[src/tape_pkg.sv]
package tape_pkg;

   typedef logic [31:0] word_t;         // bus and memory word
   typedef logic signed [15:0] sample_t;
   typedef logic [13:0] ptr_t;          // ring pointer in words
   typedef logic [10:0] rate_t;         // sample period minus one

   typedef struct packed {
      logic  playing;
      logic  stereo;
      logic  fmt_16bit;
      rate_t sample_rate;
   } tape_cfg_t;

   typedef struct packed {
      logic [7:0] data;
      logic       cs2;
      logic       cs1;
   } mag_entry_t;

   // register word offsets, addr[1:0]
   localparam logic [1:0] reg_ctrl = 2'd0;
   localparam logic [1:0] reg_ptrs = 2'd1;
   localparam logic [1:0] reg_size = 2'd2;
   localparam logic [1:0] reg_mag  = 2'd3;

   // tape pulse windows in ticks
   localparam int short_min = 2;
   localparam int long_min  = 6;
   localparam int long_max  = 12;

   localparam int sync_zeros = 32;      // leader zeros needed for sync

endpackage

[src/tape_regs.sv]
`timescale 1ns/1ps

module tape_regs #(
   parameter int mem_words = 2048
) (
   input  logic                  clk,
   input  logic                  reset,
   input  logic                  cs,
   input  logic                  we,
   input  logic [3:0]            sel,
   input  logic [13:0]           addr,
   input  tape_pkg::word_t       wdata,
   output tape_pkg::word_t       rdata,
   input  logic                  cs1,
   input  logic                  cs2,
   output tape_pkg::tape_cfg_t   cfg,
   output tape_pkg::ptr_t        tail,
   output logic                  head_load,
   output tape_pkg::ptr_t        head_value,
   input  tape_pkg::ptr_t        head,
   output logic                  wr_en,
   output tape_pkg::ptr_t        wr_addr,
   output logic [3:0]            wr_sel,
   output tape_pkg::word_t       wr_data,
   output logic                  pop,
   input  tape_pkg::mag_entry_t  fifo_head,
   input  logic                  fifo_empty,
   input  logic                  fifo_lost
);

   logic       reg_wr;
   logic       reg_rd;
   logic [1:0] offset;

   assign offset = addr[1:0];
   assign reg_wr = cs & we & addr[13];
   assign reg_rd = cs & ~we & addr[13];

   // sample memory port, write only from the bus
   assign wr_en   = cs & we & ~addr[13];
   assign wr_addr = addr;
   assign wr_sel  = sel;
   assign wr_data = wdata;

   always_ff @(posedge clk) begin
      if (reset) begin
         cfg  <= '{playing: 1'b0, stereo: 1'b0, fmt_16bit: 1'b0, sample_rate: '1};
         tail <= '0;
      end else if (reg_wr) begin
         if (offset == tape_pkg::reg_ctrl) begin
            if (sel[0])
               cfg.sample_rate[7:0] <= wdata[7:0];
            if (sel[1]) begin
               cfg.playing            <= wdata[15];
               cfg.stereo             <= wdata[14];
               cfg.fmt_16bit          <= wdata[13];
               cfg.sample_rate[10:8]  <= wdata[10:8];
            end
         end
         if (offset == tape_pkg::reg_ptrs) begin
            if (sel[2])
               tail[7:0] <= wdata[23:16];
            if (sel[3])
               tail[13:8] <= wdata[29:24];
         end
      end
   end

   // head lives in the player, lanes merged with its current value
   assign head_load  = reg_wr & (offset == tape_pkg::reg_ptrs) & (sel[0] | sel[1]);
   assign head_value = {sel[1] ? wdata[13:8] : head[13:8],
                        sel[0] ? wdata[7:0]  : head[7:0]};

   assign pop = reg_rd & (offset == tape_pkg::reg_mag) & ~fifo_empty;

   always_comb begin
      rdata = '0;
      if (addr[13]) begin
         case (offset)
            tape_pkg::reg_ctrl: begin
               rdata[15]   = cfg.playing;
               rdata[14]   = cfg.stereo;
               rdata[13]   = cfg.fmt_16bit;
               rdata[10:0] = cfg.sample_rate;
            end
            tape_pkg::reg_ptrs: begin
               rdata[13:0]  = head;
               rdata[29:16] = tail;
            end
            tape_pkg::reg_size: rdata = tape_pkg::word_t'(mem_words);
            default: begin
               rdata[7:0] = fifo_head.data;
               rdata[8]   = ~fifo_empty;      // valid
               rdata[9]   = fifo_lost;
               rdata[10]  = fifo_head.cs1;
               rdata[11]  = fifo_head.cs2;
               rdata[12]  = cs1;              // live motor lines
               rdata[13]  = cs2;
            end
         endcase
      end
   end

endmodule

[config.mk]
export PLATFORM = sky130hd
export DESIGN_NAME = tape_regs
export DESIGN_NICKNAME = d
export VERILOG_FILES = /design/src/tape_pkg.sv /design/src/tape_regs.sv
export SDC_FILE = /design/constraint.sdc
export NUM_CORES = 1
export LEC_CHECK = 0
export ABC_AREA = 1
export BUFFER_PORTS_ARGS = -buffer_cell sky130_fd_sc_hd__buf_2
export CAP_MARGIN = 15
export CORE_MARGIN = 1.5
export CORE_UTILIZATION = 38
export DETAILED_ROUTE_END_ITERATION = 6
export MAX_ROUTING_LAYER = met4
export PLACE_DENSITY = 0.82
export SLEW_MARGIN = 20
export SYNTH_ARGS = -nofsm -noshare
export SYNTH_HDL_FRONTEND = slang
export SYNTH_SLANG_ARGS = --single-unit
[constraint.sdc]
create_clock -name clk -period 1.1 [get_ports clk]
set_input_delay 0.11 -clock clk [delete_from_list [all_inputs] [get_ports clk]]
set_output_delay 0.11 -clock clk [all_outputs]
set_load 0.005 [all_outputs]
==> flow_metrics.env <==
export IMPL_status="complete, no violations"
export IMPL_grt_util_all_layers=0.244
export IMPL_syn_cell_area_um2=2300
export IMPL_period_share=0.989
export IMPL_antenna_found_initial=1
export IMPL_firstDrtPassIters=7
export IMPL_gp_congestion=0.936
export IMPL_power_density_nw_per_um2=734
export IMPL_start_util=0.391
export IMPL_die_area_um2=6520
export IMPL_synth_seq_area_share=0.244
export IMPL_grt_pass1_vias=2576
export IMPL_layout_common_cells="buf_2 (178), nand2_1 (121), nor2_1 (53)"
export IMPL_place_area_um2=3030
export IMPL_worstPathRequired_ns=0.99
export IMPL_fillCellCount=640
export IMPL_cts_made_buffers=3
export IMPL_antenna_left=0
export IMPL_power_mw=2.35
export IMPL_grt_max_degree=29
export IMPL_synth_top_family_by_area="simple AND/OR/NAND/NOR gates"
export IMPL_hold_viol=0
export IMPL_hpwl_um=6390
export IMPL_path_clk_slew_ns=0.09
export IMPL_ys_warn_count=0
export IMPL_grt_pass1_wl_um=12000
export IMPL_pin_count=209
export IMPL_rsz0062_at_grt="true"
export IMPL_drcViolationCount=0
export IMPL_max_cap_viol_count=0
export IMPL_grt_overflow_total=0
export IMPL_ff_latch_area_um2=582
export IMPL_swShare=0.310
export IMPL_r2r_slack_ns=0.39
export IMPL_final_common_cell="buf_2"
export IMPL_cp_max_fo=3
export IMPL_vias=2845
export IMPL_fin_ws_ns=0.0123
export IMPL_ys_types=26
export IMPL_rr_endpoint="cfg[10]$_SDFFE_PP1P_"
export IMPL_clk_latency_ns=0.27
export IMPL_holdPathStages=3
export IMPL_synth_adder_area_share=0
export IMPL_hp_class="input pin to register"
export IMPL_arrival_ns=0.98
export IMPL_r2r_start="cfg[10]$_SDFFE_PP1P_"
export IMPL_p_sw_mw=0.730
export IMPL_clock_sinks=28
export IMPL_die_w_um=80.8
export IMPL_hold_worst_slack_ns=0.0810
export IMPL_seqPwrFrac=0.441
export IMPL_critPathLaunchType="register"
export IMPL_static_leakage_power_nw=1.87
export IMPL_fp_row_count=28
export IMPL_synth_simple_gate_area_frac=0.414
export IMPL_synth_compound_area_frac=0.0615
export IMPL_synth_xor_area_frac=0
export IMPL_syn_inst=379
export IMPL_drt_initial_drc_count=98
export IMPL_hold_end="cfg[3]$_SDFFE_PP1P_"
export IMPL_slew_violations=0
export IMPL_setup_viol=0
export IMPL_layout_drive_gt1_share=0.476
export IMPL_wire_per_inst_um=13.2
export IMPL_syn_to_final_growth_pct=39.4
export IMPL_syn_area_per_cell_um2=6.06
export IMPL_place_ws_ns=-0.0790
export IMPL_die_h_um=80.8
export IMPL_h_tree_depth=1
export IMPL_final_min_clock_period_ns=1.09
export IMPL_synth_seq_cells=28
export IMPL_core_um2=5890
export IMPL_synthMuxAreaShare=0
export IMPL_finalNetCount=611
export IMPL_pwr_share_comb=0.324
export IMPL_clock_path_buffers=2
export IMPL_crit_path_end_kind="output port"
export IMPL_clockRootBuffer="clkbuf_8"
export IMPL_drt_total_wl_um=7960
export IMPL_clockPowerShare=0.235
export IMPL_fin_cells=603
export IMPL_fin_area_um2=3200
export IMPL_worst_clock_skew_ns=0
export IMPL_ir_drop_v=0.000477
export IMPL_max_freq_ghz=0.919
export IMPL_min_from="wdata[3]"
export IMPL_io_buffers=180
export IMPL_p_int_mw=1.62
export IMPL_reg2regPathDepth=3
export IMPL_multi_input_area_um2=1120
export IMPL_cts_tree="done"
export IMPL_vias_per_cell=4.72
export IMPL_place_inst=591
export IMPL_path_class="register to output port"
[layer usage]
metal / share of wire / global-route usage / wire, µm
met2: 0.48 / 0.396 / 3840
met4: 0.017 / 0.0914 / 133
met3: 0.076 / 0.0281 / 607
met1: 0.42 / 0.312 / 3370
met5: 0 / - / 0
[how the worst max path moves through the flow]
stage	from	to
3_3_place_gp	addr[0]	pop
2_1_floorplan	sel[1]	cfg[10]$_SDFFE_PP1P_
5_1_grt	cfg[5]$_SDFFE_PP1P_	rdata[5]
4_1_cts	cfg[6]$_SDFFE_PP1P_	rdata[6]
6_report	cfg[6]$_SDFFE_PP1P_	rdata[6]
3_5_place_dp	addr[0]	cfg[13]$_SDFFE_PP0P_
[power groups by stage]
stage,logic [mW],clock network (mW),registers [mW]
floorplan,0.436,0,1.06
global route,0.847,0.612,1.04
global placement,0.723,0,1.06
detailed placement,0.729,0,1.06
CTS,0.737,0.564,1.04
finish,0.762,0.553,1.04
[flip-flops by register name, indices dropped and copies added, names as in the netlist]
signal	count
tail	14
cfg	14
[worst max-delay path: stages (launching register included)]
cell and delay [ns]:
dfxtp_2 0.36, nand2_1 0.05, o211ai_1 0.08, nand2_1 0.07, inv_1 0.05, buf_2 0.10
[synth_stat cells, drive strengths merged]
library cell	instances	area (µm²)
dfxtp	28	561
inv	43	161
nand4	16	100
nand2	126	485
a21oi	3	15.0
o21ai	8	40.0
clkbuf	3	11.3
a211oi	1	7.51
a31oi	3	18.8
nor3	3	25.0
conb	1	3.75
buf	63	468
nand3	13	70.1
o211ai	8	60.1
nor2	60	272
[stage by stage]
stage / TNS, ns / utilization
after floorplan: 0 / -
after global placement: -0.814 / 0.515
after detailed placement: -1.40 / 0.515
after CTS: -0.00126 / 0.529
after global routing: -0.327 / 0.544
final: 0 / 0.544
[cell type report]
class	instances	area share
timing repair buffer	209	0.370
multi-input combinational	243	0.351
antenna	1	0.000781
clock buffer	3	0.0129
tap	75	0.0293
inverter	43	0.0527
sequential	28	0.182
timing repair inverter	1	0.00195
[timing repair]
item                       CTS  global route
cloned                       0             1
buffers inserted             3             4
pin swaps                    2            19
hold buffers                 0             0
setup endpoints to repair   22            25
resized for setup           12            23
[cells by family (layout without fill, tap and decap cells)]
family,after synthesis,count (layout)
AOI/OAI and AO/OA,23,23
DFF,28,28
buffers and inverters,109,256
and+or+nand+nor,218,218
other,1,3
Power figures use the tool's default switching activity.
