`src/tape_pkg.sv`:
```
package tape_pkg;

   typedef logic [31:0] word_t;         // bus and memory word
   typedef logic signed [15:0] sample_t;
   typedef logic [13:0] ptr_t;          // ring pointer in words
   typedef logic [10:0] rate_t;         // sample period minus one

   typedef struct packed {
      logic  playing;
      logic  stereo;
      logic  fmt_16bit;
      rate_t sample_rate;
   } tape_cfg_t;

   typedef struct packed {
      logic [7:0] data;
      logic       cs2;
      logic       cs1;
   } mag_entry_t;

   // register word offsets, addr[1:0]
   localparam logic [1:0] reg_ctrl = 2'd0;
   localparam logic [1:0] reg_ptrs = 2'd1;
   localparam logic [1:0] reg_size = 2'd2;
   localparam logic [1:0] reg_mag  = 2'd3;

   // tape pulse windows in ticks
   localparam int short_min = 2;
   localparam int long_min  = 6;
   localparam int long_max  = 12;

   localparam int sync_zeros = 32;      // leader zeros needed for sync

endpackage

```
`src/tape_byte_fifo.sv`:
```
`timescale 1ns/1ps

module tape_byte_fifo #(
   parameter int fifo_depth = 8
) (
   input  logic                  clk,
   input  logic                  reset,
   input  logic                  push,
   input  tape_pkg::mag_entry_t  push_entry,
   input  logic                  pop,
   output tape_pkg::mag_entry_t  head_entry,
   output logic                  empty,
   output logic                  lost
);

   tape_pkg::mag_entry_t   mem [fifo_depth];
   tape_pkg::mag_entry_t   mem_up [fifo_depth];
   logic [fifo_depth-1:0]  occ;          // thermometer, slot 0 is the head
   logic [fifo_depth-1:0]  occ_sh;
   logic [fifo_depth-1:0]  fill;

   always_comb begin
      occ_sh = pop ? occ >> 1 : occ;
      fill   = {fifo_depth{push}} & ~occ_sh & {occ_sh[fifo_depth-2:0], 1'b1};
      for (int i = 0; i < fifo_depth - 1; i++)
         mem_up[i] = mem[i+1];
      mem_up[fifo_depth-1] = mem[fifo_depth-1];
   end

   always_ff @(posedge clk) begin
      if (reset) begin
         occ  <= '0;
         lost <= 1'b0;
      end else begin
         occ <= occ_sh | fill;
         if (pop)
            lost <= 1'b0;
         else if (push && occ[fifo_depth-1])
            lost <= 1'b1;            // full, byte dropped
      end
   end

   always_ff @(posedge clk) begin
      for (int i = 0; i < fifo_depth; i++) begin
         if (fill[i])
            mem[i] <= push_entry;
         else if (pop)
            mem[i] <= mem_up[i];
      end
   end

   assign head_entry = mem[0];
   assign empty      = ~occ[0];

endmodule

```
`config.mk`:
```
export PLATFORM = sky130hd
export DESIGN_NAME = tape_byte_fifo
export DESIGN_NICKNAME = d
export VERILOG_FILES = /design/src/tape_pkg.sv /design/src/tape_byte_fifo.sv
export SDC_FILE = /design/constraint.sdc
export NUM_CORES = 1
export LEC_CHECK = 0
export ABC_AREA = 1
export BUFFER_PORTS_ARGS = -buffer_cell sky130_fd_sc_hd__buf_2
export CAP_MARGIN = 20
export CORE_ASPECT_RATIO = 0.7
export CORE_MARGIN = 1.5
export CORE_UTILIZATION = 30
export DETAILED_ROUTE_END_ITERATION = 16
export SLEW_MARGIN = 20
export SYNTH_ARGS = -nofsm -noshare
export SYNTH_HDL_FRONTEND = slang
export SYNTH_SLANG_ARGS = --single-unit
```
`constraint.sdc`:
```
create_clock -name clk -period 1.5 [get_ports clk]
set_clock_uncertainty 0.2 [all_clocks]
set_input_delay 0.075 -clock clk [delete_from_list [all_inputs] [get_ports clk]]
set_output_delay 0.075 -clock clk [all_outputs]
set_load 0.01 [all_outputs]
```
==> results of run 1 <==
==> metrics by stage <==
step	std cells	hold slack, ps
2_1_floorplan	413	-26.1
3_3_place_gp	622	194
3_5_place_dp	622	199
4_1_cts	650	13.5
5_1_grt	650	60.4
6_report	650	34.1
==> power by group through the flow <==
stage                     logic [W]  registers (W)  clock network (W)
final                      0.000722        0.00304            0.00210
after global routing       0.000820        0.00306            0.00224
after CTS                  0.000693        0.00304            0.00214
after detailed placement   0.000665        0.00309                  0
after global placement     0.000646        0.00309                  0
after floorplan            0.000479        0.00308                  0
==> layout by cell type (no fill, tap or decap), types with 6 or more instances in the layout <==
cell type / instances
buf_2: 25
buf_4: 22
clkbuf_16: 9
dfxtp_1: 9
dlygate4sd3_1: 13
edfxtp_1: 80
inv_1: 11
nand2_1: 172
nand2_2: 16
nand3_1: 71
nand3_4: 6
==> layout make-up <==
cell class | instances | area (um^2) | share of cell area
clock inverters | 5 | 47.5 | 0.00954
flip-flops and latches | 89 | 2580 | 0.518
repair buffers | 67 | 526 | 0.105
inverters | 12 | 45.0 | 0.00904
well taps | 185 | 231 | 0.0464
multi-input cells | 282 | 1320 | 0.265
clock buffers | 10 | 229 | 0.0459
==> flip-flops by register name, summed over array words and instances (netlist names) <==
signal  flops
mem        80
occ         8
lost        1
==> metal layers <==
metal / track usage / wire (um) / up-vias
met5: 0 / 0 / -
li1: - / - / 1469
met3: 0.0329 / 403 / 10
met2: 0.174 / 3100 / 57
met4: 0.0381 / 102 / 0
met1: 0.144 / 3530 / 1207
==> path summary, 6_finish.rpt <==
path,startpoint,to,cells past startpoint
min reg2reg,mem[1][23],mem[1][13],2
max reg2reg,occ[1],mem[0][18],4
min,pop,occ[3],5
max,occ[1],mem[0][18],4
==> cell families (layout without fill, tap and decap cells) <==
kind of cell / Yosys count / count (layout) / share of synthesized area
simple gates: 273 / 273 / 0.288
flops: 89 / 89 / 0.637
buf+inv: 42 / 94 / 0.0589
compound gates: 9 / 9 / 0.0157
==> timing repair <==
item / CTS / global route
setup endpoints to repair: 0 / 106
hold buffers: 13 / 0
endpoints found under the hold margin: 88 / 0
gates resized for setup: 0 / 19
==> worst max-delay path, cell delays in order, from the launching register on <==
cell	delay, ps
dfxtp_1	360
nand2_1	80
nand2_1	130
nand3_4	130
nand2_2	220
==> key figures, run 1 <==
Synth
  – Synthesized area: 0.00405 mm^2
  – Largest cells by area after synthesis: edfxtp_1, nand2_1, nand3_1
  – EDFF count, synth: 80
  – Top cell type's share of synthesized area: 0.593
  – Synth unique cells: 17
  – Post-synthesis sequential area ratio: 0.637
  – Seq cells post-synth: 89
  – Count leader, synth: nand2_1
  – Commonest cells post-synth: nand2_1, edfxtp_1, nand3_1
  – Mapped Cells: 413
  – Dominant synthesized flop cell: edfxtp_1
  – Synth async-reset ratio: 0
  – Yosys top cell by area: edfxtp_1
  – Syn_nets: between 400 and 500
  – Mean post-synth cell area: 9.82 um^2
  – YS warnings: 0

Place
  – DP HPWL: between 5 and 6 mm
  – Gpl congestion: 0.741
  – Placed cell area: 0.00449 mm^2
  – Placement Setup Slack: -71.8 ps
  – Port Buffer Count: 25

Clock network
  – CTS root buffer: clkbuf_16
  – Clock Latency Late Sink: 330 ps
  – Inserted Clock Buffers: 9
  – H-tree Lvls: 3
  – Max Root-Sink Buffers: 2
  – Clock slew at reported path FFs: 60 ps
  – CTS tree: done
  – Clock sinks: 89
  – Post-CTS Repair Setup Buffers: 0

Global routing
  – GRT Util Overall: 0.110
  – GRT overflow: 0
  – Global-route wire length before repair: 12.0 mm
  – Initial antenna violation count: 0
  – Pin count of the biggest net entering global routing: 51
  – Vias in the first global route: 2562

Setup path
  – Arrival time of the worst setup path: around 1300 ps
  – Startpoint Class: flip-flop
  – Crit. End Element: flip-flop
  – Crit Path Category: reg2reg
  – Flop2flop setup slack: 60 ps
  – CP required: 1320 ps
  – CP Max Fanout: 10

Floorplan
  – # IOs: 26
  – Die area: between 0.01 and 0.015 mm^2
  – Die X: 142 um
  – Core area: 0.0132 mm^2
  – Initial core utilization: 0.308
  – Die height: 100 um
  – Cell Rows: 35

Layout
  – Layout cells sized above 1: 0.209
  – Synth-to-Final Area Change: 22.9%
  – Fillers: 1277
  – Antenna diodes: 0
  – Nets: 475
  – Finished Cell Area: 0.00498 mm^2
  – Fin util: 0.378

Power
  – Clock group share of total power: 0.358
  – Worst vdd ir: 0.522 mV
  – Sequential share of power: 0.518
  – Int Power: about 0.0045 W
  – Sw Share: 0.228
  – Tot Pwr: 0.00586 W
  – Comb power frac: 0.123
  – Leakage power figure: 2.16 nW
  – P_sw: 0.00134 W
  – Power per cell area: 1180 mW/mm^2

Drt
  – Final WL: 7.13 mm
  – Vias: 2743
  – TritonRoute pass-1 iters: 4
  – Final antenna-violating net count: 0
  – Remaining routing DRC violations: 0
  – 1st-iter DRT viols: 113
  – Routed vias/inst: between 4 and 5
  – WL/cell: 11.0 um

Outcome
  – Status: completed

STA
  – Setup TNS: 0 ps
  – RSZ-0062 raised after global routing: yes
  – Relative slew slack: 0.842
  – Final setup vio count: 0
  – Max Clk Rate: 693 MHz
  – Max-slew violation count: 0
  – Hold Vio Cnt, Final: 0
  – Least-Margin Pin Slew: ~240 ps
  – Final Worst Setup Slack: 57.6 ps
  – Final worst-path cycle share: 0.962
  – Min Clock Period, post-route: ~1400 ps

Job
  – Max-cap violations: 0

Min path
  – Worst Hold Class: in2reg
(Power assumes the default switching activity.)
==> run 2, diff against run 1 <==
==> constraint.sdc (replaced) <==
create_clock -name clk -period 1.5 [get_ports clk]
set_clock_uncertainty 0.2 [all_clocks]
set_input_delay 0.3 -clock clk [delete_from_list [all_inputs] [get_ports clk]]
set_output_delay 0.3 -clock clk [all_outputs]
set_load 0.01 [all_outputs]
==> run 2 against run 1 <==
  * Register-to-register slack is essentially flat
  * Wire length shrank 0.52%
  * Via count grew 1.2%
  * Critical path type unchanged
  * Total power grew 4.4%
  * Core utilization grew 0.18 points
  * Sequential power is essentially flat
  * Largest cell class unchanged
  * Combinational power is essentially flat
  * Die area is the same
  * Cell count is the same
==> key figures, run 2 (synthesis gave the netlist of run 1 again) <==
Outcome
  – Status: completed (unchanged)

STA
  – Final setup vio count: 0 (unchanged)
  – Final worst-path cycle share: 0.965 (was 0.962)
  – Setup TNS: 0 ps (unchanged)
  – Least-Margin Pin Slew: 393 ps (was 236 ps)
  – Relative slew slack: 0.738 (was 0.842)
  – Max Clk Rate: 691 MHz (was 693 MHz)
  – Max-slew violation count: 0 (unchanged)
  – Hold Vio Cnt, Final: 0 (unchanged)
  – Min Clock Period, post-route: 1450 ps (was 1440 ps)

Drt
  – Vias: 2775 (was 2743)
  – Final WL: 7.10 mm (was 7.13 mm)
  – 1st-iter DRT viols: 108 (was 113)
  – Final antenna-violating net count: 0 (unchanged)
  – Routed vias/inst: 4.27 (was 4.22)
  – Remaining routing DRC violations: 0 (unchanged)
  – TritonRoute pass-1 iters: 4 (unchanged)
  – WL/cell: 10.9 um (was 11.0 um)

Layout
  – Reg with most FFs: mem (unchanged)
  – Fin util: 0.380 (was 0.378)
  – Fillers: 1296 (was 1277)
  – Most frequent cells in the layout: nand2_1, edfxtp_1, nand3_1 (unchanged)
  – Max reg flops: 80 (unchanged)
  – Nets: 474 (was 475)
  – Synth-to-Final Area Change: 23.5% (was 22.9%)
  – Antenna diodes: 0 (unchanged)
  – Multi-input gate area: 0.00136 mm^2 (was 0.00132 mm^2)
  – Register Area: 0.00258 mm^2 (about the same)
  – Largest regs: mem: 80 flops, occ: 8 flops, lost: 1 flops (unchanged)
  – Layout cells sized above 1: 0.260 (was 0.209)
  – Most common cell after layout, fill and taps aside: nand2_1 (unchanged)

Place
  – Gpl congestion: 0.740 (was 0.741)
  – DP HPWL: 5.16 mm (about the same)
  – Port Buffer Count: 25 (unchanged)

Clock network
  – Clock sinks: 89 (unchanged)
  – Inserted Clock Buffers: 9 (unchanged)
  – Clock Latency Late Sink: 330 ps (about the same)
  – Max Root-Sink Buffers: 2 (unchanged)
  – CTS tree: done (unchanged)
  – H-tree Lvls: 3 (unchanged)
  – CTS root buffer: clkbuf_16 (unchanged)
  – Post-CTS Hold Fix Bufs: 0 (was 13)
  – Clock slew at reported path FFs: 60 ps (about the same)

Setup path
  – Critical R2R Launch: occ[3] (was occ[1])
  – CP Max Fanout: 10 (unchanged)
  – Arrival time of the worst setup path: 1290 ps (was 1260 ps)
  – Reg-to-reg endpoint: mem[0][35] (was mem[0][18])
  – Worst R2R Path Depth: 6 (was 4)
  – Crit. End Element: flip-flop (unchanged)
  – Startpoint Class: flip-flop (unchanged)
  – Flop2flop setup slack: 50 ps (was 60 ps)
  – Crit Path Category: reg2reg (unchanged)
  – CP required: 1350 ps (was 1320 ps)

Min path
  – Hold Path Origin: reset (was pop)
  – Worst hold path depth: 2 (was 5)
  – Hold Path End: occ[3] (unchanged)
  – Worst Hold Class: in2reg (unchanged)

Job
  – Max-cap violations: 0 (unchanged)

Power
  – Power per cell area: 1220 mW/mm^2 (was 1180 mW/mm^2)
  – Worst vdd ir: 0.620 mV (was 0.522 mV)
  – Leakage power figure: 2.18 nW (was 2.16 nW)

Global routing
  – GRT overflow: 0 (unchanged)
  – Initial antenna violation count: 0 (unchanged)
  – Pin count of the biggest net entering global routing: 26 (was 51)
  – Global-route wire length before repair: 12.1 mm (was 12.0 mm)
  – GRT Util Overall: 0.109 (was 0.110)
  – Vias in the first global route: 2610 (was 2562)

Floorplan
  – Core area: 0.0132 mm^2 (unchanged)
  – Cell Rows: 35 (unchanged)
  – Initial core utilization: 0.308 (unchanged)
  – # IOs: 26 (unchanged)
  – Die X: 142 um (unchanged)
  – Die height: 100 um (unchanged)
  – Die area: 0.0142 mm^2 (unchanged)
==> run 2: cell count changes in the layout (fill, tap and decap cells not counted), sizes merged <==
cell and change:
bufinv +1, clkinvlp +1, dlygate4sd3 -13, buf +11
==> run 2: layout make-up <==
class,count,area share
Clock buffer,9,0.0450
Clock inverter,7,0.0190
Inverter,12,0.00950
Multi-Input combinational cell,282,0.271
Sequential cell,89,0.516
Tap cell,185,0.0462
Timing Repair Buffer,66,0.0927
==> run 2: worst max-delay path, stage by stage (launching register included) <==
cell	delay (ps)
dfxtp_2	330
inv_2	50
nand2_1	60
nand2_2	110
nand3_4	120
buf_4	190
nand2_8	90
==> run 2: worst max path at each step <==
stage | startpoint | to | slack [ps]
after floorplan | pop | mem[0][20] | -40
after global placement | pop | mem[1][25] | -260
after detailed placement | pop | mem[1][26] | -300
after CTS | occ[5] | mem[1][16] | 2
after global routing | occ[6] | mem[1][18] | -20
final | occ[3] | mem[0][35] | 50
==> run 2: metrics by stage <==
| stage | hold slack (ps) | cells | total power [W] | cell area, um^2 | setup WS, ps |
|---|---|---|---|---|---|
| 2_1_floorplan | 199 | 413 | 0.00358 | 4120 | -38.1 |
| 3_3_place_gp | 329 | 626 | 0.00374 | 4530 | -263 |
| 3_5_place_dp | 333 | 626 | 0.00376 | 4530 | -299 |
| 4_1_cts | 65.5 | 642 | 0.00612 | 4860 | 1.63 |
| 5_1_grt | 86.2 | 650 | 0.00641 | 5010 | -16.8 |
| 6_report | 71.5 | 650 | 0.00612 | 5010 | 53.1 |
==> run 2: repair_timing <==
| item | 4_1_cts | 5_1_grt |
|---|---|---|
| cloned | 0 | 1 |
| gates resized for setup | 1 | 26 |
| pin swaps | 0 | 6 |
| setup buffers | 0 | 7 |
| setup endpoints to repair | 8 | 78 |
==> run 2: where the power goes <==
part	total (W)	switching (W)	internal (W)
registers	0.00304	0.0000588	0.00298
clock network	0.00236	0.000901	0.00146
logic	0.000722	0.000443	0.000279
total	0.00612	0.00140	0.00472
==> run 2: routing by layer <==
metal  wire [um]  vias to the layer above  track usage
met3         445                        2       0.0339
met4          19                        0       0.0357
met1        3510                     1235        0.144
met5           0                        -            0
met2        3120                       61        0.171
li1            -                     1477            -
