[src/tape_pkg.sv]
package tape_pkg;

   typedef logic [31:0] word_t;         // bus and memory word
   typedef logic signed [15:0] sample_t;
   typedef logic [13:0] ptr_t;          // ring pointer in words
   typedef logic [10:0] rate_t;         // sample period minus one

   typedef struct packed {
      logic  playing;
      logic  stereo;
      logic  fmt_16bit;
      rate_t sample_rate;
   } tape_cfg_t;

   typedef struct packed {
      logic [7:0] data;
      logic       cs2;
      logic       cs1;
   } mag_entry_t;

   // register word offsets, addr[1:0]
   localparam logic [1:0] reg_ctrl = 2'd0;
   localparam logic [1:0] reg_ptrs = 2'd1;
   localparam logic [1:0] reg_size = 2'd2;
   localparam logic [1:0] reg_mag  = 2'd3;

   // tape pulse windows in ticks
   localparam int short_min = 2;
   localparam int long_min  = 6;
   localparam int long_max  = 12;

   localparam int sync_zeros = 32;      // leader zeros needed for sync

endpackage

[src/tape_mag_decoder.sv]
`timescale 1ns/1ps

module tape_mag_decoder (
   input  logic        clk,
   input  logic        reset,
   input  logic        tick_en,
   input  logic        mag_in,
   output logic        byte_valid,
   output logic [7:0]  byte_data
);

   localparam int cnt_w  = $clog2(tape_pkg::long_max + 1);
   localparam int zero_w = $clog2(tape_pkg::sync_zeros + 1);

   typedef enum logic {
      st_hunt,
      st_synced
   } sync_state_t;

   sync_state_t        state;
   logic               mag_last;
   logic               half_seen;    // first short of a 1 bit seen
   logic [cnt_w-1:0]   tick_cnt;
   logic [cnt_w:0]     ivl;
   logic [zero_w-1:0]  zero_cnt;
   logic [2:0]         bit_cnt;
   logic [6:0]         shift;
   logic               edge_seen;
   logic               is_long;
   logic               is_short;
   logic               bit_done;
   logic               bit_val;
   logic               drop;

   assign edge_seen = tick_en & (mag_in != mag_last);
   assign ivl       = {1'b0, tick_cnt} + 1'b1;
   assign is_long   = ivl >= tape_pkg::long_min && ivl <= tape_pkg::long_max;
   assign is_short  = ivl >= tape_pkg::short_min && ivl < tape_pkg::long_min;

   always_comb begin
      bit_done = 1'b0;
      bit_val  = 1'b0;
      drop     = 1'b0;
      if (edge_seen) begin
         if (is_long && !half_seen) begin
            bit_done = 1'b1;
         end else if (is_short && half_seen) begin
            bit_done = 1'b1;
            bit_val  = 1'b1;
         end else if (!is_short) begin
            drop = 1'b1;             // bad interval
         end
      end else if (tick_en && tick_cnt == cnt_w'(tape_pkg::long_max)) begin
         drop = 1'b1;                // tape went quiet
      end
   end

   always_ff @(posedge clk) begin
      if (reset) begin
         state      <= st_hunt;
         mag_last   <= 1'b0;
         half_seen  <= 1'b0;
         tick_cnt   <= '0;
         zero_cnt   <= '0;
         bit_cnt    <= '0;
         byte_valid <= 1'b0;
      end else begin
         byte_valid <= 1'b0;
         if (tick_en) begin
            mag_last <= mag_in;
            if (edge_seen)
               tick_cnt <= '0;
            else if (tick_cnt != cnt_w'(tape_pkg::long_max))
               tick_cnt <= tick_cnt + 1'b1;
         end
         if (drop) begin
            state     <= st_hunt;
            zero_cnt  <= '0;
            half_seen <= 1'b0;
         end else if (edge_seen && is_short) begin
            half_seen <= ~half_seen;
         end
         if (bit_done) begin
            if (state == st_synced) begin
               bit_cnt <= bit_cnt + 1'b1;
               if (bit_cnt == 3'd7)
                  byte_valid <= 1'b1;
            end else if (bit_val) begin
               if (zero_cnt == zero_w'(tape_pkg::sync_zeros)) begin
                  state   <= st_synced;   // leader done, start bit seen
                  bit_cnt <= '0;
               end else begin
                  zero_cnt <= '0;
               end
            end else if (zero_cnt != zero_w'(tape_pkg::sync_zeros)) begin
               zero_cnt <= zero_cnt + 1'b1;
            end
         end
      end
   end

   always_ff @(posedge clk) begin
      if (bit_done && state == st_synced) begin
         shift <= {shift[5:0], bit_val};       // msb first
         if (bit_cnt == 3'd7)
            byte_data <= {shift, bit_val};
      end
   end

endmodule

[config.mk]
export PLATFORM = sky130hd
export DESIGN_NAME = tape_mag_decoder
export DESIGN_NICKNAME = d
export VERILOG_FILES = /design/src/tape_pkg.sv /design/src/tape_mag_decoder.sv
export SDC_FILE = /design/constraint.sdc
export NUM_CORES = 1
export LEC_CHECK = 0
export BUFFER_PORTS_ARGS = -buffer_cell sky130_fd_sc_hd__buf_2
export CORE_MARGIN = 3
export CORE_UTILIZATION = 50
export CTS_CLUSTER_DIAMETER = 50
export CTS_CLUSTER_SIZE = 10
export DETAILED_ROUTE_END_ITERATION = 8
export PLACE_DENSITY = 0.79
export SLEW_MARGIN = 10
export SYNTH_ARGS = -nofsm -noshare
export SYNTH_HDL_FRONTEND = slang
export SYNTH_SLANG_ARGS = --single-unit
[constraint.sdc]
create_clock -name clk -period 3.8 [get_ports clk]
set_clock_uncertainty 0.05 [all_clocks]
set_input_delay 0 -clock clk [delete_from_list [all_inputs] [get_ports clk]]
set_output_delay 0 -clock clk [all_outputs]
set_load 0.02 [all_outputs]
==> results_dict.tcl, run 1 <==
set metrics [dict create \
    outcome "completed" \
    syn-num-nets 171 \
    slew_violations 0 \
    place_hpwl_um 2080 \
    r2r-end "byte_data[6]" \
    crit_fanout 11 \
    p_seq_frac 0.549 \
    r2r_setup_slack_ns 0.85 \
    period_needed_ns 2.95 \
    holdWs_ns 0.381 \
    p_leak_nw 0.635 \
    power_frac_clock 0.390 \
    ir_drop_mv 0.160 \
    syn_avg_cell_area_um2 10.0 \
    ant_nets 0 \
    clk_latency_ns 0.34 \
    firstDrtPassIters 4 \
    cp_data_arrival_time_ns 2.91 \
    slew_headroom 0.558 \
    grt_max_degree 14 \
    dieArea_um2 3930 \
    tns_ns 0 \
    ctsHoldBuffers 4 \
    switchingPower_mw 0.148 \
    hold_viol_final 0 \
    cts_root_buf "clkbuf_4" \
    worstHoldStart "shift[6]" \
    crit_type "reg -> reg" \
    grt_pass1_wl_um 4840 \
    cts_setup_buffers 0 \
    utilization 0.626 \
    routed_wl_um 2850 \
    ys_seq_elements 32 \
    drtIter0Drc 57 \
    fin_crit_sh 0.777 \
    cts_tree "yes" \
    power_density_nw_per_um2 364 \
    rsz0062_at_grt "no" \
    yosysUniqueCellTypes 45 \
    hold_depth 0 \
    p_sw_frac 0.225 \
    ff2ff_path_depth 7 \
    cts_buffers 5 \
    gp_congestion 0.874 \
    endpoint_kind "flip-flop" \
    clock.fmax_mhz 339 \
    drive_gt1_frac 0.140 \
    numPortBuffers 12 \
    fin_ws_ns 0.847 \
    hold_class "reg -> reg" \
    yosys_warnings 0 \
    reg2reg_from "tick_cnt[0]" \
    avgRoutedWirePerCell_um 12.9 \
    setup-violations-final 0 \
    intPower_mw 0.512 \
    diodes 0 \
    seq_area_frac_synth 0.492 \
    core_area_um2 2900 \
    htreeDepth 2 \
    comb_power_share 0.061 \
    nets 189 \
    drc 0 \
    syn2layout_area_growth_pct 12.9 \
    syn-instance-count 160 \
    place_ws_ns 0.855 \
    cts_resized 0 \
    rows 19 \
    grt_usage 0.155 \
    cp.required_ns 3.76 \
    clock_path_buffers 2 \
    die_height_um 62.7 \
    grt_pass1_vias 1062 \
    antenna_found_initial 0 \
    syn_area_um2 1610 \
    vias_per_cell 5.72 \
    synthArstFlopShare 0 \
    pin_count 13 \
    die_w_um 62.7 \
    initial_core_util 0.554 \
    hold_end "byte_data[7]" \
    synth_flop_cell "dfxtp_1" \
    path_clk_slew_ns 0.11 \
    globalRouteOverflowTotal 0 \
    synth_edf_count 15 \
    cts.sinks 32 \
    critPathLaunchType "flip-flop" \
    drv_cap 0 \
    worst_pin_slew_ns 0.659 \
    vias 1264 \
]
synth_stat cells, types with 3 or more instances:
master	instances	area share
dfxtp_1	17	0.21
edfxtp_1	15	0.28
nand2_1	15	0.035
nor2_1	12	0.028
o21ai_0	8	0.025
a21oi_1	7	0.022
ha_1	7	0.055
inv_1	7	0.016
a211oi_1	6	0.028
nor3_1	6	0.019
nand2b_1	5	0.019
nand3_1	5	0.016
a31oi_1	4	0.016
o31ai_1	4	0.019
and2_1	3	0.012
xnor2_1	3	0.016
power by group through the flow:
| stage | Combinational [mW] | Clock [mW] | Sequential, mW |
|---|---|---|---|
| after floorplan | 0.0291 | 0 | 0.369 |
| after global placement | 0.0362 | 0 | 0.370 |
| after detailed placement | 0.0369 | 0 | 0.370 |
| after CTS | 0.0404 | 0.264 | 0.362 |
| after global routing | 0.0459 | 0.277 | 0.363 |
| final | 0.0405 | 0.257 | 0.362 |
layer usage:
layer | up-vias | part of all wire | track usage | routed length [um]
met5 | - | 0 | 0 | 0
met4 | 0 | 0.024 | 0.0854 | 68
met3 | 8 | 0.047 | 0.0486 | 133
met2 | 37 | 0.46 | 0.233 | 1310
met1 | 583 | 0.47 | 0.198 | 1350
li1 | 636 | - | - | -
per-stage QoR:
stage	power (mW)	area (um2)	instances
after floorplan	0.399	1610	160
after global placement	0.406	1690	209
after detailed placement	0.407	1690	209
after CTS	0.667	1810	221
after global routing	0.686	1810	221
final	0.660	1810	221
worst max-delay path, stage by stage, from the launching register on:
cell and delay (ns):
dfxtp_1 0.47, inv_1 0.08, ha_1 0.40, a211oi_1 0.10, a31o_1 0.23, or4_4 0.54, o22ai_4 0.36, and2_1 0.40
layout by cell type, fill, tap and decap left out, drive strengths merged, types with 2 or more instances in the layout:
cell type,synthesis,routed
a211oi,7,7
a21oi,7,7
a221oi,2,2
a31oi,4,4
and2,3,3
buf,3,12
clkbuf,2,5
dfxtp,17,17
dlygate4sd3,0,4
edfxtp,15,15
ha,7,7
inv,7,7
nand2,15,15
nand2b,5,5
nand3,5,5
nand4,2,2
nor2,13,13
nor2b,2,2
nor3,6,6
nor4b,2,2
o21ai,9,9
o21bai,2,2
o31ai,4,4
xnor2,3,3
kinds of logic after synthesis:
family,after synthesis,share of synthesized area
compound gates,43,0.190
xor+xnor,4,0.0218
fa+ha+maj,7,0.0545
buf+inv,12,0.0319
flops,32,0.492
mux,1,0.00623
simple gates,61,0.203
worst max-delay path by stage:
stage | from | to | slack, ns | cells past startpoint
final | tick_cnt[0] | byte_data[6] | 0.85 | 7
after global routing | tick_cnt[0] | byte_data[5] | 0.64 | 7
after floorplan | tick_cnt[0] | byte_data[0] | 1.11 | 7
after detailed placement | tick_cnt[0] | byte_data[6] | 0.86 | 7
after CTS | tick_cnt[0] | byte_data[6] | 0.84 | 7
after global placement | tick_cnt[0] | byte_data[6] | 0.98 | 7
registers in the layout, indices dropped and copies added, names as in the netlist:
signal and count:
byte_data 8, mag_last 1, state 1, tick_cnt 4
half_seen 1, byte_valid 1, zero_cnt 6, bit_cnt 3
shift 7
layout make-up:
cell class                      count  area, um2
Clock buffer                        5       37.5
Clock inverter                      3       42.5
Fill cell                         249       1090
Inverter                            7       26.3
Multi-Input combinational cell    116        764
Sequential cell                    32        791
Tap cell                           42       52.6
Timing Repair Buffer               16        100
Note: power is estimated with default switching activity, not from simulation.
==> inputs of run 2 (changes only) <==
--- a/config.mk
+++ b/config.mk
@@ -5,13 +5,14 @@
 export SDC_FILE = /design/constraint.sdc
 export NUM_CORES = 1
 export LEC_CHECK = 0
+export ABC_AREA = 1
 export BUFFER_PORTS_ARGS = -buffer_cell sky130_fd_sc_hd__buf_2
 export CORE_MARGIN = 3
 export CORE_UTILIZATION = 50
 export CTS_CLUSTER_DIAMETER = 50
 export CTS_CLUSTER_SIZE = 10
 export DETAILED_ROUTE_END_ITERATION = 8
-export PLACE_DENSITY = 0.79
+export PLACE_DENSITY = 0.82
 export SLEW_MARGIN = 10
 export SYNTH_ARGS = -nofsm -noshare
 export SYNTH_HDL_FRONTEND = slang
==> constraint.sdc (replaced) <==
create_clock -name clk -period 2.59 [get_ports clk]
set_clock_uncertainty 0.05 [all_clocks]
set_input_delay 0 -clock clk [delete_from_list [all_inputs] [get_ports clk]]
set_output_delay 0 -clock clk [all_outputs]
set_load 0.02 [all_outputs]
==> run 2 against run 1 <==
Via count down 5.0%. Sequential power up 50%. Cell area down 2.7%.
==> results_dict.tcl, run 2 <==
set metrics [dict create \
    drtIter0Drc 45 \
    clock.fmax_mhz 447 \
    drc 0 \
    path_clk_slew_ns 0.09 \
    cts_buffers 5 \
    numPortBuffers 12 \
    cp_slowest_cell "dfxtp_1" \
    htreeDepth 2 \
    fin_crit_sh 0.863 \
    reg2reg_from "tick_cnt[0]" \
    grt_pass1_wl_um 4500 \
    vias 1201 \
    ir_drop_mv 0.352 \
    vias_per_cell 5.41 \
    routed_wl_um 2630 \
    place_hpwl_um 1970 \
    ff2ff_path_depth 10 \
    fillers 241 \
    yosys_warnings 0 \
    die_w_um 61.4 \
    core_area_um2 2850 \
    slew_headroom 0.749 \
    synth.largest_area_cell "edfxtp_1" \
    place_area_um2 1640 \
    pin_count 13 \
    cp_data_arrival_time_ns 2.23 \
    firstDrtPassIters 4 \
    seq_area_frac_synth 0.515 \
    top_layer "met4" \
    top_register "byte_data" \
    yosys.area.top_type_share 0.293 \
    diodes 0 \
    cts_setup_buffers 0 \
    rows 19 \
    syn_avg_cell_area_um2 9.26 \
    syn-instance-count 166 \
    cts_root_buf "clkbuf_4" \
    grt_usage 0.166 \
    worstHoldStart "shift[6]" \
    cp.required_ns 2.58 \
    nets 201 \
    gp_congestion 0.832 \
    hold_viol_final 0 \
    cts_tree "yes" \
    globalRouteOverflowTotal 0 \
    syn_area_um2 1540 \
    dieArea_um2 3770 \
    path_common_cell "nand2_4" \
    drv_cap 0 \
    crit_fanout 10 \
    period_needed_ns 2.23 \
    avgRoutedWirePerCell_um 11.9 \
    synth_common_cells "nand2_1, inv_1, dfxtp_1" \
    crit_type "reg -> reg" \
    synth_flop_cell "dfxtp_1" \
    synthMostInstantiatedCell "nand2_1" \
    rsz0062_at_grt "no" \
    worst_pin_slew_ns 0.375 \
    syn-num-nets 177 \
    antenna_found_initial 0 \
    ys_seq_elements 32 \
    hold_class "reg -> reg" \
    clock_path_buffers 2 \
    grt_pass1_vias 1017 \
    synthTopCellsByArea "edfxtp_1, dfxtp_1, nand2_1" \
    layout_common_cells "nand2_1, inv_1, dfxtp_1, nor2_1" \
    cts.sinks 32 \
    critPathLaunchType "flip-flop" \
    crit_chain "inv_1 -> ha_1 -> nand3_1 -> nand2_2 -> nor2_4 -> nand4_4 -> nand2_4 -> nand2_4 -> nor2_1 -> buf_4" \
    drive_gt1_frac 0.168 \
    outcome "completed" \
    r2r-end "byte_data[7]" \
    top_regs "byte_data (8), shift (7), zero_cnt (6)" \
    initial_core_util 0.539 \
    syn2layout_area_growth_pct 14.9 \
    met2WireLength_um 1300 \
    tns_ns 0 \
    endpoint_kind "flip-flop" \
    r2r_setup_slack_ns 0.36 \
    slew_violations 0 \
    die_height_um 61.4 \
    setup-violations-final 0 \
    final_common_cell "nand2_1" \
    hold_depth 0 \
    synth_edf_count 15 \
    wl_met3_um 128 \
    slowest_delay_ns 0.43 \
    largest_reg_flops 8 \
    hold_end "byte_data[7]" \
    yosysUniqueCellTypes 27 \
    grt_max_degree 12 \
    power_density_nw_per_um2 562 \
    wl_met1_um 1180 \
    p_leak_nw 0.802 \
    ant_nets 0 \
    fin_area_um2 1770 \
    clk_latency_ns 0.33 \
    synthArstFlopShare 0 \
]
[run 2: worst max path at each step]
stage / start / to / slack (ns) / cells after the start
6_report: tick_cnt[0] / byte_data[7] / 0.36 / 10
2_1_floorplan: tick_cnt[0] / byte_data[0] / 0.34 / 9
5_1_grt: tick_cnt[0] / byte_data[5] / 0.19 / 10
3_5_place_dp: tick_cnt[0] / byte_data[6] / 0.37 / 10
4_1_cts: tick_cnt[0] / byte_data[7] / 0.36 / 10
3_3_place_gp: tick_cnt[0] / byte_data[7] / 0.46 / 10
[run 2: worst max-delay path, delay by kind of cell (launching register included)]
| kind | cells | cell delay, ns |
|---|---|---|
| AND/OR/NAND/NOR | 7 | 0.87 |
| adder cells (fa/ha/maj) | 1 | 0.33 |
| buffers and inverters | 2 | 0.28 |
| flip-flops | 1 | 0.43 |
[run 2: what timing repair did]
action                    4_1_cts  5_1_grt
hold buffers                    5        0
gates resized for setup         0        0
hold endpoints to repair       12        0
[run 2: cells by family (layout without fill, tap and decap cells)]
family / Yosys count / in the layout / synth area share
compound gates: 18 / 18 / 0.0700
xor+xnor: 4 / 4 / 0.0277
fa+ha+maj: 7 / 7 / 0.0570
buf+inv: 23 / 48 / 0.0562
flops: 32 / 32 / 0.515
simple gates: 82 / 82 / 0.274
[run 2: area by class of cell]
cell class	count	area (um2)	share of cell area
Inverter	22	82.6	0.0468
Sequential cell	32	791	0.448
Clock buffer	6	41.3	0.0234
Clock inverter	2	35.0	0.0198
Tap cell	31	38.8	0.0220
Timing Repair Buffer	18	118	0.0666
Multi-Input combinational cell	111	659	0.373
[run 2: stage by stage]
stage / std cells / total power [mW] / setup slack [ns] / hold WS, ns / utilization
global route: 222 / 1.03 / 0.187 / 0.384 / 0.619
floorplan: 166 / 0.613 / 0.338 / 0.0849 / -
detailed placement: 209 / 0.633 / 0.375 / 0.244 / 0.575
finish: 222 / 0.992 / 0.355 / 0.381 / 0.619
global placement: 209 / 0.628 / 0.464 / 0.221 / 0.575
CTS: 222 / 1.01 / 0.363 / 0.383 / 0.619
[run 2: per-layer routing]
layer / vias up / global-route usage
met1: 542 / 0.201
li1: 614 / -
met4: 0 / 0.0818
met2: 40 / 0.273
met5: - / 0
met3: 5 / 0.0440
[run 2: report_power, final]
part           switching (mW)  leakage (nW)  total, mW  internal, mW
Clock                   0.161        0.0422      0.363         0.202
Sequential             0.0101         0.277      0.542         0.532
Combinational          0.0561         0.483     0.0869        0.0308
Total                   0.227         0.802      0.992         0.765
==> inputs of run 3 (changes only) <==
--- a/config.mk
+++ b/config.mk
@@ -5,7 +5,6 @@
 export SDC_FILE = /design/constraint.sdc
 export NUM_CORES = 1
 export LEC_CHECK = 0
-export ABC_AREA = 1
 export BUFFER_PORTS_ARGS = -buffer_cell sky130_fd_sc_hd__buf_2
 export CORE_MARGIN = 3
 export CORE_UTILIZATION = 50
==> run 3 against run 2 <==
Maximum frequency decreased by 9.4%. Critical endpoint is now byte_data[6]. Critical path type unchanged. Sequential power shrank 2%. Worst hold slack lost 0.0020 ns. Combinational power decreased by 28%. Routed wire length grew 19%.
==> results_dict.tcl, run 3 (synthesis gave the netlist of run 1 again) <==
set metrics [dict create \
    die_height_um 62.7 \
    nets 191 \
    htreeDepth 2 \
    drive_gt1_frac 0.177 \
    cts_root_buf "clkbuf_4" \
    drc 0 \
    critPathLaunchType "flip-flop" \
    antenna_found_initial 0 \
    place_area_um2 1710 \
    core_area_um2 2900 \
    vias_per_cell 5.69 \
    clock_path_buffers 2 \
    ff2ff_path_depth 7 \
    hold_viol_final 0 \
    setup-violations-final 0 \
    largest_reg_flops 8 \
    die_w_um 62.7 \
    grt_max_degree 14 \
    ir_drop_mv 0.402 \
    grt_pass1_vias 1220 \
    final_common_cell "dfxtp_1" \
    top_register "byte_data" \
    layout_common_cells "dfxtp_1, nand2_1, edfxtp_1, nor2_1, buf_2" \
    gp_congestion 0.933 \
    cts_setup_buffers 0 \
    crit_fanout 9 \
    rsz0062_at_grt "no" \
    worst_pin_slew_ns 0.602 \
    place_ws_ns 0.0372 \
    drtIter0Drc 60 \
    p_leak_nw 0.641 \
    clk_latency_ns 0.34 \
    syn2layout_area_growth_pct 14.9 \
    fin_ws_ns 0.124 \
    cts_tree "yes" \
    firstDrtPassIters 4 \
    clock.fmax_mhz 406 \
    initial_core_util 0.554 \
    grt_pass1_wl_um 5230 \
    cp.required_ns 2.58 \
    period_needed_ns 2.47 \
    endpoint_kind "flip-flop" \
    crit_type "reg -> reg" \
    cts_buffers 5 \
    pin_count 13 \
    cp_data_arrival_time_ns 2.46 \
    place_hpwl_um 2360 \
    cts.sinks 32 \
    drv_cap 0 \
    numPortBuffers 12 \
    grt_usage 0.170 \
    vias 1268 \
    avgRoutedWirePerCell_um 14.0 \
    routed_wl_um 3120 \
    slew_headroom 0.596 \
    top_regs "byte_data (8), shift (7), zero_cnt (6)" \
    rows 19 \
    outcome "completed" \
    fin_area_um2 1850 \
    fin_crit_sh 0.952 \
    total_power_mw 0.969 \
    globalRouteOverflowTotal 0 \
    diodes 0 \
    path_clk_slew_ns 0.10 \
    hold_class "reg -> reg" \
    slew_violations 0 \
    dieArea_um2 3930 \
    hold_depth 0 \
    ant_nets 0 \
    power_density_nw_per_um2 525 \
    tns_ns 0 \
]
## run 3: worst paths after layout
kind / startpoint / end / slack [ns]
worst max-delay path: tick_cnt[0] / byte_data[6] / 0.12
worst min-delay path: shift[6] / byte_data[7] / 0.38
worst max register to register: tick_cnt[0] / byte_data[6] / 0.12
worst min register to register: shift[6] / byte_data[7] / 0.38
## run 3: report_power, final
| part | internal (mW) | switching (mW) |
|---|---|---|
| Sequential | 0.527 | 0.00437 |
| Clock | 0.201 | 0.175 |
| Combinational | 0.0242 | 0.0386 |
## run 3: critical path, stage by stage, from the launching register on
cell,delay (ns)
dfxtp_4,0.39
inv_1,0.05
ha_2,0.38
a211oi_1,0.10
a31o_1,0.24
or4_4,0.55
o22ai_4,0.20
and2_4,0.23
## run 3: metal layers
metal,vias to the layer above,GRT usage,part of all wire
li1,630,-,-
met1,580,0.188,0.41
met2,52,0.289,0.51
met3,6,0.0558,0.063
met4,0,0.0909,0.012
met5,-,0,0
## run 3: metrics by stage
step,hold slack (ns),std cells,utilization
after global routing,0.407,223,0.636
after detailed placement,0.231,211,0.590
after global placement,0.213,211,0.590
after floorplan,0.0973,160,-
final,0.379,223,0.636
after CTS,0.379,223,0.632
## run 3: cell type report
type / count / area [um2]
fillers: 234 / 1050
flip-flops and latches: 32 / 795
multi-input cells: 116 / 777
repair buffers: 18 / 115
well taps: 42 / 52.6
clock inverters: 3 / 42.5
clock buffers: 5 / 37.5
inverters: 7 / 26.3
## run 3: repair_timing
item | CTS | global route
hold buffers | 4 | 0
gates resized for setup | 0 | 5
endpoints found under the setup margin | 0 | 27
hold endpoints to repair | 9 | 0
